### src/verilog/sprite_cfg.svh
`ifndef SPRITE_CFG_SVH
`define SPRITE_CFG_SVH

// Objects walked on every line
`define SPRITE_MAXOBJ 24

// Object RAM address bits, four bytes per object
`define SPRITE_OBJ_AW 11

// Graphics ROM address made of code, row and half
`define SPRITE_ROM_AW 13

// Line buffer address bits, same as hdump
`define SPRITE_LB_AW 9

// Default horizontal offset of sprite X
`define SPRITE_HOFFSET 6

`endif

### src/verilog/sprite_pkg.sv
`default_nettype none
`include "sprite_cfg.svh"

package sprite_pkg;

    // One byte of the object table
    typedef logic [7:0] byte_t;

    // Colour or 4-bit pixel index
    typedef logic [3:0] color_t;

    // Object handed from scanner to draw engine
    typedef struct packed {
        byte_t      code;
        byte_t      xpos;
        logic [3:0] pal;
        logic       hflip;
        logic       vflip;
        logic [3:0] row;   // already corrected for vflip
    } obj_entry_t;

    // Single pixel write into the line buffer
    typedef struct packed {
        logic                     we;
        logic [`SPRITE_LB_AW-1:0] addr;
        color_t                   color;
    } lb_wr_t;

    // Palette PROM download port
    typedef struct packed {
        logic   en;
        byte_t  addr;
        color_t data;
    } prom_wr_t;

endpackage

`default_nettype wire

### src/verilog/sprite_scan.sv
`timescale 1ns/1ps
`default_nettype none
`include "sprite_cfg.svh"

module sprite_scan import sprite_pkg::*; (
    input  logic                      clk,
    input  logic                      rst,
    input  logic                      hinit,
    input  byte_t                     vrender,
    output logic [`SPRITE_OBJ_AW-1:0] scan_addr,
    input  byte_t                     scan_data,
    input  logic                      busy,
    output logic                      draw,
    output obj_entry_t                obj
);

    localparam int idx_w = $clog2(`SPRITE_MAXOBJ);
    localparam int oaw   = `SPRITE_OBJ_AW;
    localparam logic [idx_w-1:0] last_obj = idx_w'(`SPRITE_MAXOBJ - 1);

    typedef enum logic [2:0] {
        st_idle,
        st_y,
        st_code,
        st_xpos,
        st_attr,
        st_gap
    } scan_st_t;

    scan_st_t         st;
    logic             cen2;
    logic             hinit_l;
    logic             hinit_x;
    logic [idx_w-1:0] idx;
    logic [1:0]       sub;
    byte_t            y_pos;
    byte_t            y_end;
    byte_t            ydiff;
    logic             in_zone;
    logic             take;
    byte_t            code_r;
    byte_t            xpos_r;
    logic [3:0]       row_r;
    logic             inzone_r;

    // Byte address is object times four plus sub index
    assign scan_addr = oaw'({idx, sub});

    // Zone test on byte 0, Y stored inverted
    assign y_pos   = ~scan_data;
    assign y_end   = y_pos + 8'd16;
    assign ydiff   = vrender - y_pos;
    assign in_zone = (vrender >= y_pos) && (vrender < y_end);

    // Attribute step may only move on with the draw engine idle
    assign take = cen2 && (st == st_attr) && !busy;

    // Half rate enable and hinit edge catch
    always_ff @(posedge clk or posedge rst) begin
        if (rst) begin
            cen2    <= 1'b0;
            hinit_l <= 1'b0;
            hinit_x <= 1'b0;
        end else begin
            cen2    <= ~cen2;
            hinit_l <= hinit;
            if (hinit && !hinit_l) begin
                hinit_x <= 1'b1;
            end else if (cen2) begin
                hinit_x <= 1'b0;
            end
        end
    end

    // Table walk, object 23 down to 0
    always_ff @(posedge clk or posedge rst) begin
        if (rst) begin
            st   <= st_idle;
            idx  <= '0;
            sub  <= '0;
            draw <= 1'b0;
        end else begin
            // Strobe lasts one clk only
            draw <= 1'b0;
            if (cen2) begin
                case (st)
                    st_idle: if (hinit_x) begin
                        idx <= last_obj;
                        sub <= 2'd0;
                        st  <= st_y;
                    end
                    st_y: begin
                        sub <= sub + 2'd1;
                        st  <= st_code;
                    end
                    st_code: begin
                        sub <= sub + 2'd1;
                        st  <= st_xpos;
                    end
                    st_xpos: begin
                        sub <= sub + 2'd1;
                        st  <= st_attr;
                    end
                    st_attr: if (!busy) begin
                        draw <= inzone_r;
                        sub  <= 2'd0;
                        idx  <= idx - 1'b1;
                        st   <= (idx == '0) ? st_idle : st_gap;
                    end
                    // Leaves room for busy to rise
                    st_gap: st <= st_y;
                    default: st <= st_idle;
                endcase
            end
        end
    end

    // Object fields as they come out of RAM
    always_ff @(posedge clk) begin
        if (cen2 && st == st_y) begin
            inzone_r <= in_zone;
            row_r    <= ydiff[3:0];
        end
        if (cen2 && st == st_code) begin
            code_r <= scan_data;
        end
        if (cen2 && st == st_xpos) begin
            xpos_r <= scan_data;
        end
        if (take) begin
            obj.code  <= code_r;
            obj.xpos  <= xpos_r;
            obj.pal   <= scan_data[3:0];
            obj.hflip <= scan_data[6];
            obj.vflip <= scan_data[7];
            // Row counts upward from the bottom when flipped
            obj.row   <= row_r ^ {4{scan_data[7]}};
        end
    end

endmodule

`default_nettype wire

### config.mk
export PLATFORM = sky130hd
export DESIGN_NAME = sprite_scan
export DESIGN_NICKNAME = d
export VERILOG_FILES = /design/src/verilog/sprite_pkg.sv /design/src/verilog/sprite_scan.sv
export VERILOG_INCLUDE_DIRS = /design/src /design/src/verilog
export SDC_FILE = /design/constraint.sdc
export NUM_CORES = 1
export LEC_CHECK = 0
export ABC_AREA = 0
export BUFFER_PORTS_ARGS = -buffer_cell sky130_fd_sc_hd__buf_2
export CORE_MARGIN = 2
export CORE_UTILIZATION = 48
export DETAILED_ROUTE_END_ITERATION = 10
export PLACE_DENSITY = 0.75
export REMOVE_ABC_BUFFERS = 1
export SLEW_MARGIN = 20
export SYNTH_ARGS = -nofsm -noshare
export SYNTH_HDL_FRONTEND = slang
export SYNTH_SLANG_ARGS = --single-unit
export TNS_END_PERCENT = 5
### constraint.sdc
create_clock -name clk -period 2.12 [get_ports clk]
set_input_delay 0.53 -clock clk [delete_from_list [all_inputs] [get_ports clk]]
set_output_delay 0.53 -clock clk [all_outputs]
set_load 0.1 [all_outputs]
### After elaboration in Yosys (flattened, before gate mapping)

Index checks and enable logic that the tools add are counted.

| storage, ports and cells | value |
|---|---|
| flip-flop bits (word level) | 61 |
| bits of input ports | 20 |
| word-level logic and storage cells | 66 |

| operators by class | value |
|---|---|
| add/subtract/negate cells | 4 |
| $lt $le $gt $ge | 2 |
| equality and inequality tests | 7 |
| multiplexer cells | 15 |
| bitwise gates (word level) | 3 |
| reduce and logical (&&, ||, !) cells | 18 |

Operators by type and width:

| kind | number |
|---|---|
| one-hot mux 3 bit (6 select lines) | 1 |
| two-way mux 5 bit | 2 |
| one-hot mux 5 bit (2 select lines) | 1 |
| two-way mux 3 bit | 3 |
| adder 8 x 5 -> 8 bit, second input constant | 1 |
| >= comparator 8 bit | 1 |
| < comparator 8 bit | 1 |
| NOT 8 bit | 1 |
| AND reduction 4 bit | 2 |
| logical AND 1 bit | 7 |
| equality test 3 x 2 -> 1 bit, second input constant | 2 |
| equality test 3 bit, second input constant | 2 |
| one-hot mux 2 bit (3 select lines) | 1 |
| zero test 5 bit | 1 |
| two-way mux 1 bit | 5 |
| subtractor 5 x 1 -> 5 bit, second input constant | 1 |
| two-way mux 2 bit | 2 |
| inequality test 2 bit, second input constant | 2 |
| nonzero test 2 bit | 2 |
| subtractor 4 bit | 1 |
| bitwise XOR 4 bit | 1 |
| equality test 3 x 1 -> 1 bit, second input constant | 1 |
| zero test 3 bit | 1 |
| AND reduction 3 bit | 1 |
| other kinds (5) | 6 |

### Longest topological paths before layout

| logic depth | value |
|---|---|
| word-level depth | 4 |
| mapped depth | 7 |
| mapped depth without buffers | 7 |

### Worst setup path before layout

OpenSTA, ideal clock, no wires.

| path | value |
|---|---|
| kind | reg2reg |
| start | reg idx[1] |
| end | reg st[2] |
| library setup time | 0.118 ns |
| data arrival time | 1.880 ns |
| path slack | 0.122 ns |
| stages on the path, launching flop included | 7 |
| period minus slack after synthesis | 1.998 ns |
| cell sequence | dfrtp_1 inv_1 ha_1 or4b_4 nand2_1 nand3_1 a21o_1 |

| between the ends | value |
|---|---|
| word-level cells in the longest chain between the ends | 4 |

RTL lines:

| element | RTL line | RTL |
|---|---|---|
| start: declaration | sprite_scan.sv:34 | `logic [idx_w-1:0] idx;` |
| start signal: assignment | sprite_scan.sv:88 | `idx <= last_obj;` |
| start signal: assignment | sprite_scan.sv:107 | `idx <= idx - 1'b1;` |
| zero test 5 bit | sprite_scan.sv:108 | `st <= (idx == '0) ? st_idle : st_gap;` |
| two-way mux 3 bit | sprite_scan.sv:108 |  |
| two-way mux 3 bit | sprite_scan.sv:104 | `st_attr: if (!busy) begin` |
| one-hot mux 3 bit (6 select lines) | sprite_scan.sv:86 | `case (st)` |
| end signal: assignment | sprite_scan.sv:90 | `st <= st_y;` |
| end signal: assignment | sprite_scan.sv:108 |  |
| end signal: assignment | sprite_scan.sv:111 | `st_gap: st <= st_y;` |
| end: declaration | sprite_scan.sv:30 | `scan_st_t st;` |

No other way between the ends. The select of a mux whose other input is x is not followed.
A chain may end at the register's enable or synchronous reset.

### Worst setup path in the final report

| path | value |
|---|---|
| start | in scan_data[0] |
| end | reg inzone_r, data pin |

| between the ends | value |
|---|---|
| word-level cells in the longest chain between the ends | 4 |
| elaborated cells on any way between the ends | 5 |
| those cells by class | 1 x add/sub; 2 x order compare; 1 x bitwise; 1 x reduce/logical |

RTL lines:

| element | RTL line | RTL |
|---|---|---|
| start: declaration | sprite_scan.sv:11 | `input byte_t scan_data,` |
| NOT 8 bit * | sprite_scan.sv:50 | `assign y_pos = ~scan_data;` |
| adder 8 x 5 -> 8 bit | sprite_scan.sv:51 | `assign y_end = y_pos + 8'd16;` |
| < comparator 8 bit | sprite_scan.sv:53 | `assign in_zone = (vrender >= y_pos) && (vrender < y_end);` |
| logical AND 1 bit * | sprite_scan.sv:53 |  |
| named net in_zone | sprite_scan.sv:39 | `logic in_zone;` |
| end signal: assignment | sprite_scan.sv:121 | `inzone_r <= in_zone;` |
| end: declaration | sprite_scan.sv:44 | `logic inzone_r;` |

Mark *: on every way through the listed nets, which the timed path passes. The rest lies on a longest branch.

==> reports/metrics.cfg <==
[run_status]
status = finished, final reports clean

[clock_tree]
numCtsBuffers = 9
clkSlewWorstSetupHoldPaths_ps = 70
clock_path_buffers = 2
clock-sinks = 61
post_cts_buffers = 0
ctsHoldBuffers = 0
htree_levels = 3
cts_tree = done
clock_latency_ps = 330
cts_resized = 0
cts_root_buf = clkbuf_8

[floorplanning]
start_util_pct = 50.4
die_w_um = 77.9
die_area_mm2 = 0.00607
num_io_pins = 58
fp.coreArea_mm2 = 0.00520
die-height_um = 77.9
num_rows = 26

[final_layout]
syn_to_final_growth_pct = 22.1
drive_gt1_share_pct = 31.8
fin_nets = 288
post-route-util_pct = 61.5
fin_cells = 328
layout_common_cells = buf_2 (53), edfxtp_1 (47), inv_1 (20), ha_1 (14), dfrtp_1 (14)
diodes = 0
nFillCells = 424
final_common_cell = buf_2

[timing]
slew_headroom_pct = 63.4
setup_violations = 0
fmax_mhz = 541
setup_tns_ps = 0
period_needed_ps = 1850
hold_ws_ps = 231
worstMarginPinSlew_ps = 549
setup_slack_ps = 271
layout_worst_path_cycle_share_pct = 87.2
rsz0062_at_grt = no
finalHoldViolCount = 0
final_max_slew_viol_count = 0
finClkSkew_ps = 7.65

[min_path]
hold_class = primary input to async pin

[critical_path]
worstSetupStartpointType = primary input
end_kind = flip-flop
worstPathRequired_ps = 2200
crit_fanout = 4
arrival_ps = 1930
path_cells = buf_2, inv_1, ha_1, fa_1, nand2b_1, a21oi_1, a31oi_1, a2bb2oi_1
crit_slowest_cell = fa_1
criticalPathCategory = primary input to flip-flop
cpPeakStageDelay_ps = 380

[power_and_ir_drop]
powerDensity_mw_per_mm2 = 1190
peakVddDrop_mv = 0.811
p_leak_uw = 0.00140

[placed_design]
hpwl_mm = 3.28
dpl_worst_slack_ps = -50.6
dp_cells = 312
io_buffers = 53
routabilityCongestion = 0.751

[grt]
grt_max_degree = 27
grt_overflow = 0
grt_pass1_vias = 1556
antenna_found_initial = 0
grtUsageTotal_pct = 16.1
grt_pass1_wl_mm = 7.39

[synthesis]
ys_async_sr_fraction_pct = 23.0
synth_seq_area_share_pct = 67.2
ys.flop_type = edfxtp_1
netlist_instances = 187
synth_edf_count = 47
synth_area_mm2 = 0.00262
ys_seq_elements = 61
yosysWarnings = 0
synthDistinctLibCells = 44
avgSynthCellArea_um2 = 14.0

[routing]
wirelength_mm = 4.51
ant_nets = 0
wire_per_inst_um = 13.8
vias_per_cell = 4.92
drt_iter0_markers = 73
vias = 1614
drc = 0
dr.pass1.iters = 6

[flow_run]
maxCapViolCount = 0

==> final timing paths <==
check                           cells after the start            endpoint           startpoint  slack, ps
max in group asynchronous                           2  idx[3]$_DFFE_PP0P_                  rst       1520
worst max register to register                      4    obj[5]$_DFFE_PP_    st[0]$_DFFE_PP0P_        450
worst max-delay path                                8  inzone_r$_DFFE_PP_         scan_data[0]        270
min in group clk                                    1   hinit_l$_DFF_PP0_                hinit        320
worst min-delay path                                2  idx[2]$_DFFE_PP0P_                  rst        230
worst min register to register                      0   obj[24]$_DFFE_PP_  code_r[6]$_DFFE_PP_        420
==> worst max-delay path, delay by kind of cell <==
family	cells	cell delay, ps
buf+inv	2	150
simple gates	1	150
compound gates	3	510
fa+ha+maj	2	580
==> cells by family (layout without fill, tap and decap cells) <==
family                   after synthesis  count (layout)  share of synthesized area [%]
AO/OA/AOI/OAI                         29              29                           7.63
XOR/XNOR                               8               8                           2.67
adder cells (fa/ha/maj)               15              15                           7.44
buffers and inverters                 30              98                           5.20
flip-flops                            61              61                           67.2
multiplexers                           3               3                           1.24
other                                  1               4                          0.143
AND/OR/NAND/NOR                       40              40                           8.49
==> area by class of cell <==
class                      count  area, µm²  area share (%)
tap                           70       87.6            2.74
multi-input combinational     99        736            23.0
clock inverter                 7       76.3            2.38
clock buffer                   9        124            3.87
timing repair buffer          61        338            10.6
inverter                      21       78.8            2.46
sequential                    61       1760            55.0
==> registers in the layout, summed over array words and instances (netlist names) <==
signal	cells
obj	26
code_r	8
xpos_r	8
idx	5
row_r	4
st	3
sub	2
cen2	1
draw	1
hinit_l	1
hinit_x	1
inzone_r	1
==> synth_stat cells, types with 2 or more instances <==
cell type / number / area share (%)
ha_1: 14 / 6.7
a21oi_1: 5 / 0.95
buf_4: 6 / 1.7
nand2_1: 7 / 1.0
and2_1: 2 / 0.48
a22oi_1: 2 / 0.57
o22ai_1: 2 / 0.48
nor3_1: 3 / 0.57
nand3_1: 5 / 0.95
a31oi_1: 3 / 0.72
nor2b_1: 2 / 0.48
xnor2_1: 2 / 0.67
edfxtp_1: 47 / 54
nor2_1: 11 / 1.6
o21ai_0: 3 / 0.57
a22o_1: 3 / 1.0
dfrtp_1: 14 / 13
inv_1: 20 / 2.9
and2b_1: 2 / 0.57
clkbuf_1: 2 / 0.29
xor2_1: 6 / 2.0
a21o_1: 3 / 0.86
nand2b_1: 2 / 0.48
==> per-layer routing <==
metal | global-route usage [%] | wire length (µm) | vias up
met2 | 25.9 | 2180 | 53
met5 | 0 | 0 | -
met4 | 8.42 | 103 | 0
met1 | 20.8 | 2030 | 756
met3 | 2.91 | 198 | 10
li1 | - | - | 795
==> metrics by stage <==
stage               cell area (µm²)  total power (µW)
finish                         3200              3800
CTS                            3200              3820
detailed placement             3000              2810
global route                   3200              3980
floorplan                      2580              2510
global placement               3000              2790
==> power by group <==
group          internal [µW]  total (µW)  switching (µW)  leakage [µW]
clock network            546        1010             469     0.0000954
logic                    358        1210             850      0.000708
registers               1440        1580             141      0.000594
total                   2340        3800            1460       0.00140
(Power assumes the default switching activity.)
