**src/verilog/sprite_cfg.svh**
```systemverilog
`ifndef SPRITE_CFG_SVH
`define SPRITE_CFG_SVH

// Objects walked on every line
`define SPRITE_MAXOBJ 24

// Object RAM address bits, four bytes per object
`define SPRITE_OBJ_AW 11

// Graphics ROM address made of code, row and half
`define SPRITE_ROM_AW 13

// Line buffer address bits, same as hdump
`define SPRITE_LB_AW 9

// Default horizontal offset of sprite X
`define SPRITE_HOFFSET 6

`endif

```
**src/verilog/sprite_pkg.sv**
```systemverilog
`default_nettype none
`include "sprite_cfg.svh"

package sprite_pkg;

    // One byte of the object table
    typedef logic [7:0] byte_t;

    // Colour or 4-bit pixel index
    typedef logic [3:0] color_t;

    // Object handed from scanner to draw engine
    typedef struct packed {
        byte_t      code;
        byte_t      xpos;
        logic [3:0] pal;
        logic       hflip;
        logic       vflip;
        logic [3:0] row;   // already corrected for vflip
    } obj_entry_t;

    // Single pixel write into the line buffer
    typedef struct packed {
        logic                     we;
        logic [`SPRITE_LB_AW-1:0] addr;
        color_t                   color;
    } lb_wr_t;

    // Palette PROM download port
    typedef struct packed {
        logic   en;
        byte_t  addr;
        color_t data;
    } prom_wr_t;

endpackage

`default_nettype wire

```
**src/verilog/sprite_dpram.sv**
```systemverilog
`timescale 1ns/1ps
`default_nettype none

module sprite_dpram #(
    parameter type data_t = logic [7:0],
    parameter int  aw     = 8
) (
    input  logic          clk,
    // Port 0, write and read
    input  logic          we0,
    input  logic [aw-1:0] addr0,
    input  data_t         data0,
    output data_t         q0,
    // Port 1, read only
    input  logic [aw-1:0] addr1,
    output data_t         q1
);

    data_t mem [0:(1<<aw)-1];

    // Both reads registered
    // Port 0 returns the old word on a write cycle
    always_ff @(posedge clk) begin
        if (we0) begin
            mem[addr0] <= data0;
        end
        q0 <= mem[addr0];
        q1 <= mem[addr1];
    end

endmodule

`default_nettype wire

```
**src/verilog/sprite_draw.sv**
```systemverilog
`timescale 1ns/1ps
`default_nettype none
`include "sprite_cfg.svh"

module sprite_draw import sprite_pkg::*; #(
    parameter int hoffset = `SPRITE_HOFFSET
) (
    input  logic                      clk,
    input  logic                      rst,
    input  logic                      draw,
    input  obj_entry_t                obj,
    output logic                      busy,
    input  prom_wr_t                  prom,
    output logic [`SPRITE_ROM_AW-1:0] rom_addr,
    output logic                      rom_cs,
    input  logic [31:0]               rom_data,
    input  logic                      rom_ok,
    output lb_wr_t                    lb_wr
);

    localparam int lb_aw = `SPRITE_LB_AW;

    typedef enum logic [1:0] {st_idle, st_fetch, st_shift} draw_st_t;

    draw_st_t         st;
    logic             half;
    logic [2:0]       k;
    logic             pipe_vld;
    logic             pipe_last;
    logic [lb_aw-1:0] pipe_addr;
    byte_t            code_r;
    byte_t            xpos_r;
    logic [3:0]       pal_r;
    logic             hflip_r;
    logic [3:0]       row_r;
    logic [31:0]      sr;
    color_t           nibble;
    color_t           pal_q;
    logic [3:0]       col;

    // Destination column grows monotonically, flip only changes fetch order
    assign col      = {half, k};
    assign rom_addr = {code_r, row_r, half ^ hflip_r};
    assign nibble   = hflip_r ? sr[31:28] : sr[3:0];

    // Palette PROM, pal in the high nibble
    sprite_dpram #(
        .data_t ( color_t ),
        .aw     ( 8       )
    ) u_pal (
        .clk    ( clk             ),
        .we0    ( prom.en         ),
        .addr0  ( prom.addr       ),
        .data0  ( prom.data       ),
        .q0     (                 ),
        .addr1  ( {pal_r, nibble} ),
        .q1     ( pal_q           )
    );

    // Colour 0 is transparent
    assign lb_wr.we    = pipe_vld && (pal_q != '0);
    assign lb_wr.addr  = pipe_addr;
    assign lb_wr.color = pal_q;

    always_ff @(posedge clk or posedge rst) begin
        if (rst) begin
            st        <= st_idle;
            busy      <= 1'b0;
            rom_cs    <= 1'b0;
            half      <= 1'b0;
            k         <= '0;
            pipe_vld  <= 1'b0;
            pipe_last <= 1'b0;
        end else begin
            pipe_vld  <= 1'b0;
            pipe_last <= 1'b0;
            // Done once the last pixel leaves the palette stage
            if (pipe_vld && pipe_last) begin
                busy <= 1'b0;
            end
            case (st)
                st_idle: if (draw) begin
                    busy   <= 1'b1;
                    rom_cs <= 1'b1;
                    half   <= 1'b0;
                    st     <= st_fetch;
                end
                // Address held steady until the ROM answers
                st_fetch: if (rom_ok) begin
                    rom_cs <= 1'b0;
                    k      <= '0;
                    st     <= st_shift;
                end
                st_shift: begin
                    pipe_vld  <= 1'b1;
                    pipe_last <= half && (k == 3'd7);
                    k         <= k + 3'd1;
                    if (k == 3'd7) begin
                        if (half) begin
                            st <= st_idle;
                        end else begin
                            half   <= 1'b1;
                            rom_cs <= 1'b1;
                            st     <= st_fetch;
                        end
                    end
                end
                default: st <= st_idle;
            endcase
        end
    end

    always_ff @(posedge clk) begin
        if (st == st_idle && draw) begin
            code_r  <= obj.code;
            xpos_r  <= obj.xpos;
            pal_r   <= obj.pal;
            hflip_r <= obj.hflip;
            row_r   <= obj.row;
        end
        // Flipped words shift out from the top nibble
        if (st == st_fetch && rom_ok) begin
            sr <= rom_data;
        end else if (st == st_shift) begin
            sr <= hflip_r ? (sr << 4) : (sr >> 4);
        end
        // Wraps at the line buffer size
        pipe_addr <= lb_aw'(xpos_r) + lb_aw'(hoffset) + lb_aw'(col);
    end

endmodule

`default_nettype wire

```
**config.mk**
```make
export PLATFORM = sky130hd
export DESIGN_NAME = sprite_draw
export DESIGN_NICKNAME = d
export VERILOG_FILES = /design/src/verilog/sprite_pkg.sv /design/src/verilog/sprite_dpram.sv /design/src/verilog/sprite_draw.sv
export VERILOG_INCLUDE_DIRS = /design/src /design/src/verilog
export SDC_FILE = /design/constraint.sdc
export NUM_CORES = 2
export LEC_CHECK = 0
export BUFFER_PORTS_ARGS = -buffer_cell sky130_fd_sc_hd__buf_2
export CORE_MARGIN = 2
export CORE_UTILIZATION = 50
export CTS_CLUSTER_DIAMETER = 40
export CTS_CLUSTER_SIZE = 40
export DETAILED_ROUTE_END_ITERATION = 8
export PLACE_DENSITY = 0.66
export SYNTH_ARGS = -nofsm -noshare
export SYNTH_HDL_FRONTEND = slang
export SYNTH_SLANG_ARGS = --single-unit
```
**constraint.sdc**
```tcl
create_clock -name clk -period 2.35 [get_ports clk]
set_input_delay 0 -clock clk [delete_from_list [all_inputs] [get_ports clk]]
set_output_delay 0 -clock clk [all_outputs]
set_load 0.02 [all_outputs]
```
* Yosys cells after proc, flatten, opt, wreduce, memory -nomap -nowiden
Memory sizes are Yosys's and may differ from the RTL's. A register that Yosys moved wholly into a read port is not among the register bits.
Index checks and enable logic that the tools add are counted.
** Word-level totals
- Bits of input ports :: 75
- Output and inout port bits :: 29
- Memory bits (writable) :: 1024
- Word-level logic and storage cells :: 67
- Memories :: 1
- Flip-flop bits (word level) :: 76
** Memory list
- u_pal.mem :: words 256, width 4, rd ports 1, clocked after Yosys merged registers in 1, write ports 1, line sprite_dpram.sv:19 : data_t mem [0:(1<<aw)-1];
** Cells by class
- $add $sub $neg :: 3
- Muxes and demuxes :: 26
- Reductions and logical operators :: 15
- Bitwise gates (word level) :: 1
- Equal/unequal tests :: 7
** Operator list (count)
- 32-bit two-way mux :: 3
- 1-bit two-way mux :: 14
- 8-bit by 3-bit adder with 9-bit output, second input constant :: 1
- 9-bit by 4-bit adder with 9-bit output :: 1
- 2-bit != test, second input constant :: 4
- 2-bit two-way mux :: 3
- 2-bit case mux with 3 select lines :: 1
- 3-bit case mux with 2 select lines :: 1
- 3-bit AND reduction :: 2
- 2-bit nonzero test :: 3
- 1-bit logical AND :: 5
- 5-bit AND reduction :: 1
- 4-bit two-way mux :: 1
- 4-bit nonzero test :: 1
- 3-bit by 1-bit adder with 3-bit output, second input constant :: 1
- 3-bit == test, second input constant :: 1
- 3-bit two-way mux :: 1
- 1-bit case mux with 3 select lines :: 1
- 3-bit nonzero test :: 1
- 2-bit by 1-bit == test with 1-bit output, second input constant :: 1
- 2-bit == test, second input constant :: 1
- 2-bit zero test :: 1
- 1-bit case mux with 2 select lines :: 1
- 2-bit AND reduction :: 1
- 1-bit XOR :: 1

* Longest topological paths before layout
- Word-level depth :: 4
- Gate-level depth with buffers :: 11
- Depth with buffers taken out :: 9

* Cells and area by module
A second synthesis with hierarchy kept.
** Unflattened totals
- Cells, all modules :: 3038
- Area total of the unflattened synthesis :: 52534.1 um^2
** Modules (own cells, without submodules)
- sprite_dpram :: area each 49178.4 um^2, sequential area each 30909.6 um^2, cells each 2780, instances 1
- sprite_draw :: area each 3355.7 um^2, sequential area each 2142.1 um^2, cells each 258, instances 1

* Worst setup path after synthesis
No wires, ideal clock.
- Path type :: register to register
- From :: reg st[1]
- To :: reg sr[0], enable pin
- Data required time :: 1961 ps
- Period minus slack after synthesis :: 2113 ps
- Library setup time :: 389 ps
- Stages on the path, launching flop included :: 5
- Setup slack :: 237 ps
- Buffers on the path :: 1
- Arrival :: 1723 ps
- Cells stage by stage :: dfrtp_1 > nand2b_1 > or2_2 > clkbuf_1 > nand2_1
** On the way
- Longest elaborated chain between the ends :: 3
- Elaborated cells between the ends (all ways) :: 4
- Those cells by class :: eq/ne: 2; reduce/logical: 2
** RTL lines
- start: declaration :: line sprite_draw.sv:25 : draw_st_t st;
- start signal: assignment :: line sprite_draw.sv:67 : st <= st_idle;
- start signal: assignment :: line sprite_draw.sv:86 : st <= st_fetch;
- start signal: assignment :: line sprite_draw.sv:92 : st <= st_shift;
- 2-bit by 1-bit == test with 1-bit output :: line sprite_draw.sv:122 : if (st == st_fetch && rom_ok) begin
- 1-bit logical AND :: line sprite_draw.sv:122
- 2-bit nonzero test (no line) (*)
- end signal: assignment :: line sprite_draw.sv:123 : sr <= rom_data;
- end signal: assignment :: line sprite_draw.sv:125 : sr <= hflip_r ? (sr << 4) : (sr >> 4);
- end: declaration :: line sprite_draw.sv:36 : logic [31:0] sr;
Every way passes the cells marked *; elsewhere a longest branch is shown, timed or not.
A chain may end at the register's enable or synchronous reset.

* Worst setup path after layout
- From :: reg hflip_r
- To :: reg u_pal.q1[0] (netlist bit) (read register of u_pal.mem)
** On the way
- Longest elaborated chain between the ends :: 1
** RTL lines
- start: declaration :: line sprite_draw.sv:34 : logic hflip_r;
- start signal: assignment :: line sprite_draw.sv:118 : hflip_r <= obj.hflip;
- 4-bit two-way mux :: line sprite_draw.sv:44 : assign nibble = hflip_r ? sr[31:28] : sr[3:0];
- end: declaration :: line sprite_dpram.sv:16 : output data_t q1
Every way passes these cells.

==> run summary <==
CP arrival: 3.34 ns
Area after DPL: 48000 sq um
Post-synth ARST share: 0.906%
Top-Level Pins: 104
CTS tree: yes
ys flop type: edfxtp_1
Post-DP HPWL: 74.2 mm
combinational family with the most area after synthesis: simple AND/OR/NAND/NOR gates
Clk pin slew, worst setup/hold paths: 0.06 ns
total vias in the final route: 28200
CP Max Fanout: 24
fin nets: 3581
total global routing track utilization: 25.9%
largest net degree at the start of global routing: 94
post-layout min period: 2.72 ns
post-synthesis cell area: 44100 sq um
total CTS buffers: 134
unrepaired setup endpoints after global routing: yes
synth warn: 0
final instance area: 53800 sq um
Post-Syn Nets: 3178
clock sink total: 1104
max_cap viols: 0
post-route ant nets: 0
DR iter-0 viols: 3125
global-route wire length before repair: 174 mm
highest-count cells in the layout ignoring fill and taps: edfxtp_1, nand2_1, mux2i_1
Leakage: 18.9 nW
first-pass iteration count of the detailed router: 6
peak supply drop: 0.952 mV
post-synthesis compound-gate area fraction: 4.30%
Initial Util: 50.6%
total die area: 90700 sq um
Die W: 301 um
Rows: 108
Chip Height: 301 um
CP max stage delay: 0.42 ns
achievable clock frequency: 367 MHz
xor/xnor cell area share of the yosys netlist: 0.119%
Port Buffers: 102
DRC: 0
mux cell area share after synthesis: 7.28%
via/cell ratio: 5.92
Mapped Cells: 3092
commonest non-fill, non-tap cell in the layout: edfxtp_1
Setup crit end kind: flop
Clock Skew: 0.0283 ns
Mean Syn Cell Area: 14.3 sq um
CTS Buffer Depth: 3
Clock Tree Root: clkbuf_16
CP Cell Sequence: buf_4 > mux2i_4 > buf_12 > buf_12 > buf_4 > nor2_4 > buf_12 > a31oi_2 > nand4_1 > nand4_1 > nor3_4 > nor4_1
endpoints failing hold: 0
relative area change from synthesis to final layout: 22.0%
GP Congestion: 0.942
Slew HR: 48.3%
Synth Register Bits: 1104
wire per inst: 24.9 um
crit start category: flop
worst slew pin tran: 0.773 ns
final slew viol count: 0
Seq/Total Area, Yosys: 74.7%
final setup fails: 4
Adder-Cell Fraction of Synth Area: 0.329%
failing checks: setup timing
ranking of synthesized cells by area: edfxtp_1, mux2i_1, nand2_1, nand3_1, nor2_1
final WL: 119 mm
crit-path leading delay family: simple AND/OR/NAND/NOR gates
H-Tree Depth: 4
Clock Latency Late Sink: 0.75 ns
number of global-route vias before repair: 28200
CP Buf/Inv Count: 5
cell mode on critical path: buf_12
Worst Path Required: 2.97 ns
Distinct cells, synth: 43
antenna violations before repair: 0
critical path class: flop to flop
Power Total: 61.2 mW
worst hold path class: primary input to flop
post-synth top area share: 73.5%
GRT overflow: 0
run status: complete, but fails checks
cell taking the most area after synthesis: edfxtp_1
slowest stage cell, crit path: edfxtp_1
layout cells sized above 1: 17.4%
pwr/cell area: 1140 nW/um^2
setup ws final: -0.374 ns
core region area: 87200 sq um
Post-synth EDFFs: 1081
post-route clock period utilization: 116%
Synth Area in Simple Gates: 11.1%
area by class of cell:
type | count | area (sq um)
fill | 6271 | 33300
sequential | 1104 | 33000
multi-input combinational | 1776 | 10400
timing repair buffer | 463 | 4390
clock buffer | 155 | 3490
tap | 1155 | 1450
clock inverter | 91 | 1040
inverter | 16 | 60.1
antenna | 4 | 10.0
sequential cells by signal, indices dropped and copies added, names as in the netlist:
name	count
pipe_vld	1
xpos_r	8
pipe_last	1
code_r	8
pipe_addr	9
half	1
pal_r	4
rom_cs	1
u_pal.mem	1024
hflip_r	1
k	3
row_r	4
busy	1
sr	32
st	2
u_pal.q1	4
power by group:
group | switching [mW] | internal (mW) | total [mW] | leakage, nW
clock network | 8.54 | 12.1 | 20.7 | 2.20
logic | 10.3 | 7.33 | 17.7 | 6.75
registers | 0.454 | 22.4 | 22.9 | 9.98
per-layer routing:
layer / routed length [um] / up-vias / global-route usage [%]
met5: 0 / - / 0
met1: 46100 / 13900 / 34.0
met2: 57600 / 1529 / 42.3
li1: - / 12500 / -
met3: 9980 / 255 / 4.52
met4: 5030 / 0 / 12.3
path summary, 6_finish.rpt:
kind	start	to	slack, ns	cells after the start
hold reg to reg	xpos_r[7]	pipe_addr[7]	0.49	1
setup reg to reg	hflip_r	u_pal.q1[0]	-0.37	12
min in group asynchronous	rst	pipe_vld	0.38	4
max in group asynchronous	rst	k[2]	1.68	4
hold / removal	obj[5]	hflip_r	0.06	2
setup / recovery	hflip_r	u_pal.q1[0]	-0.37	12
cells in the mapped netlist, drive strengths merged, types with 4 or more instances:
| library cell | number |
|---|---|
| edfxtp | 1081 |
| nand2 | 527 |
| mux2i | 315 |
| nor2 | 267 |
| nand3 | 209 |
| o22ai | 128 |
| clkbuf | 121 |
| o21ai | 94 |
| nand4 | 89 |
| buf | 75 |
| a32oi | 34 |
| a31oi | 32 |
| nor3 | 17 |
| inv | 16 |
| dfxtp | 13 |
| nor2b | 11 |
| dfrtp | 10 |
| ha | 10 |
| nand3b | 6 |
| nand2b | 5 |
| a21o | 4 |
| nor4 | 4 |
through the flow:
stage	worst slack, ns	util [%]	TNS [ns]	instances	hold WS, ns
floorplan	0.237	-	0	3092	-0.160
global placement	-0.549	55.0	-1.94	4402	-0.0132
detailed placement	-0.541	55.0	-1.98	4402	-0.00759
CTS	-0.339	61.5	-1.24	4748	0.00593
global route	-0.411	61.8	-1.61	4760	0.0420
finish	-0.374	61.8	-1.45	4764	0.0562
logic make-up after synthesis:
family,Yosys count
xor+xnor,6
flops,1104
compound gates,301
simple gates,1141
fa+ha+maj,11
buf+inv,212
mux,317
repair_timing:
item | in CTS | in global routing
buffers inserted | 1 | 10
gates cloned | 1 | 2
hold endpoints to repair | 643 | 0
pin swaps | 5 | 10
resized for setup | 26 | 27
endpoints found under the setup margin | 4 | 4
hold buffers | 98 | 0
(Power assumes the default switching activity.)
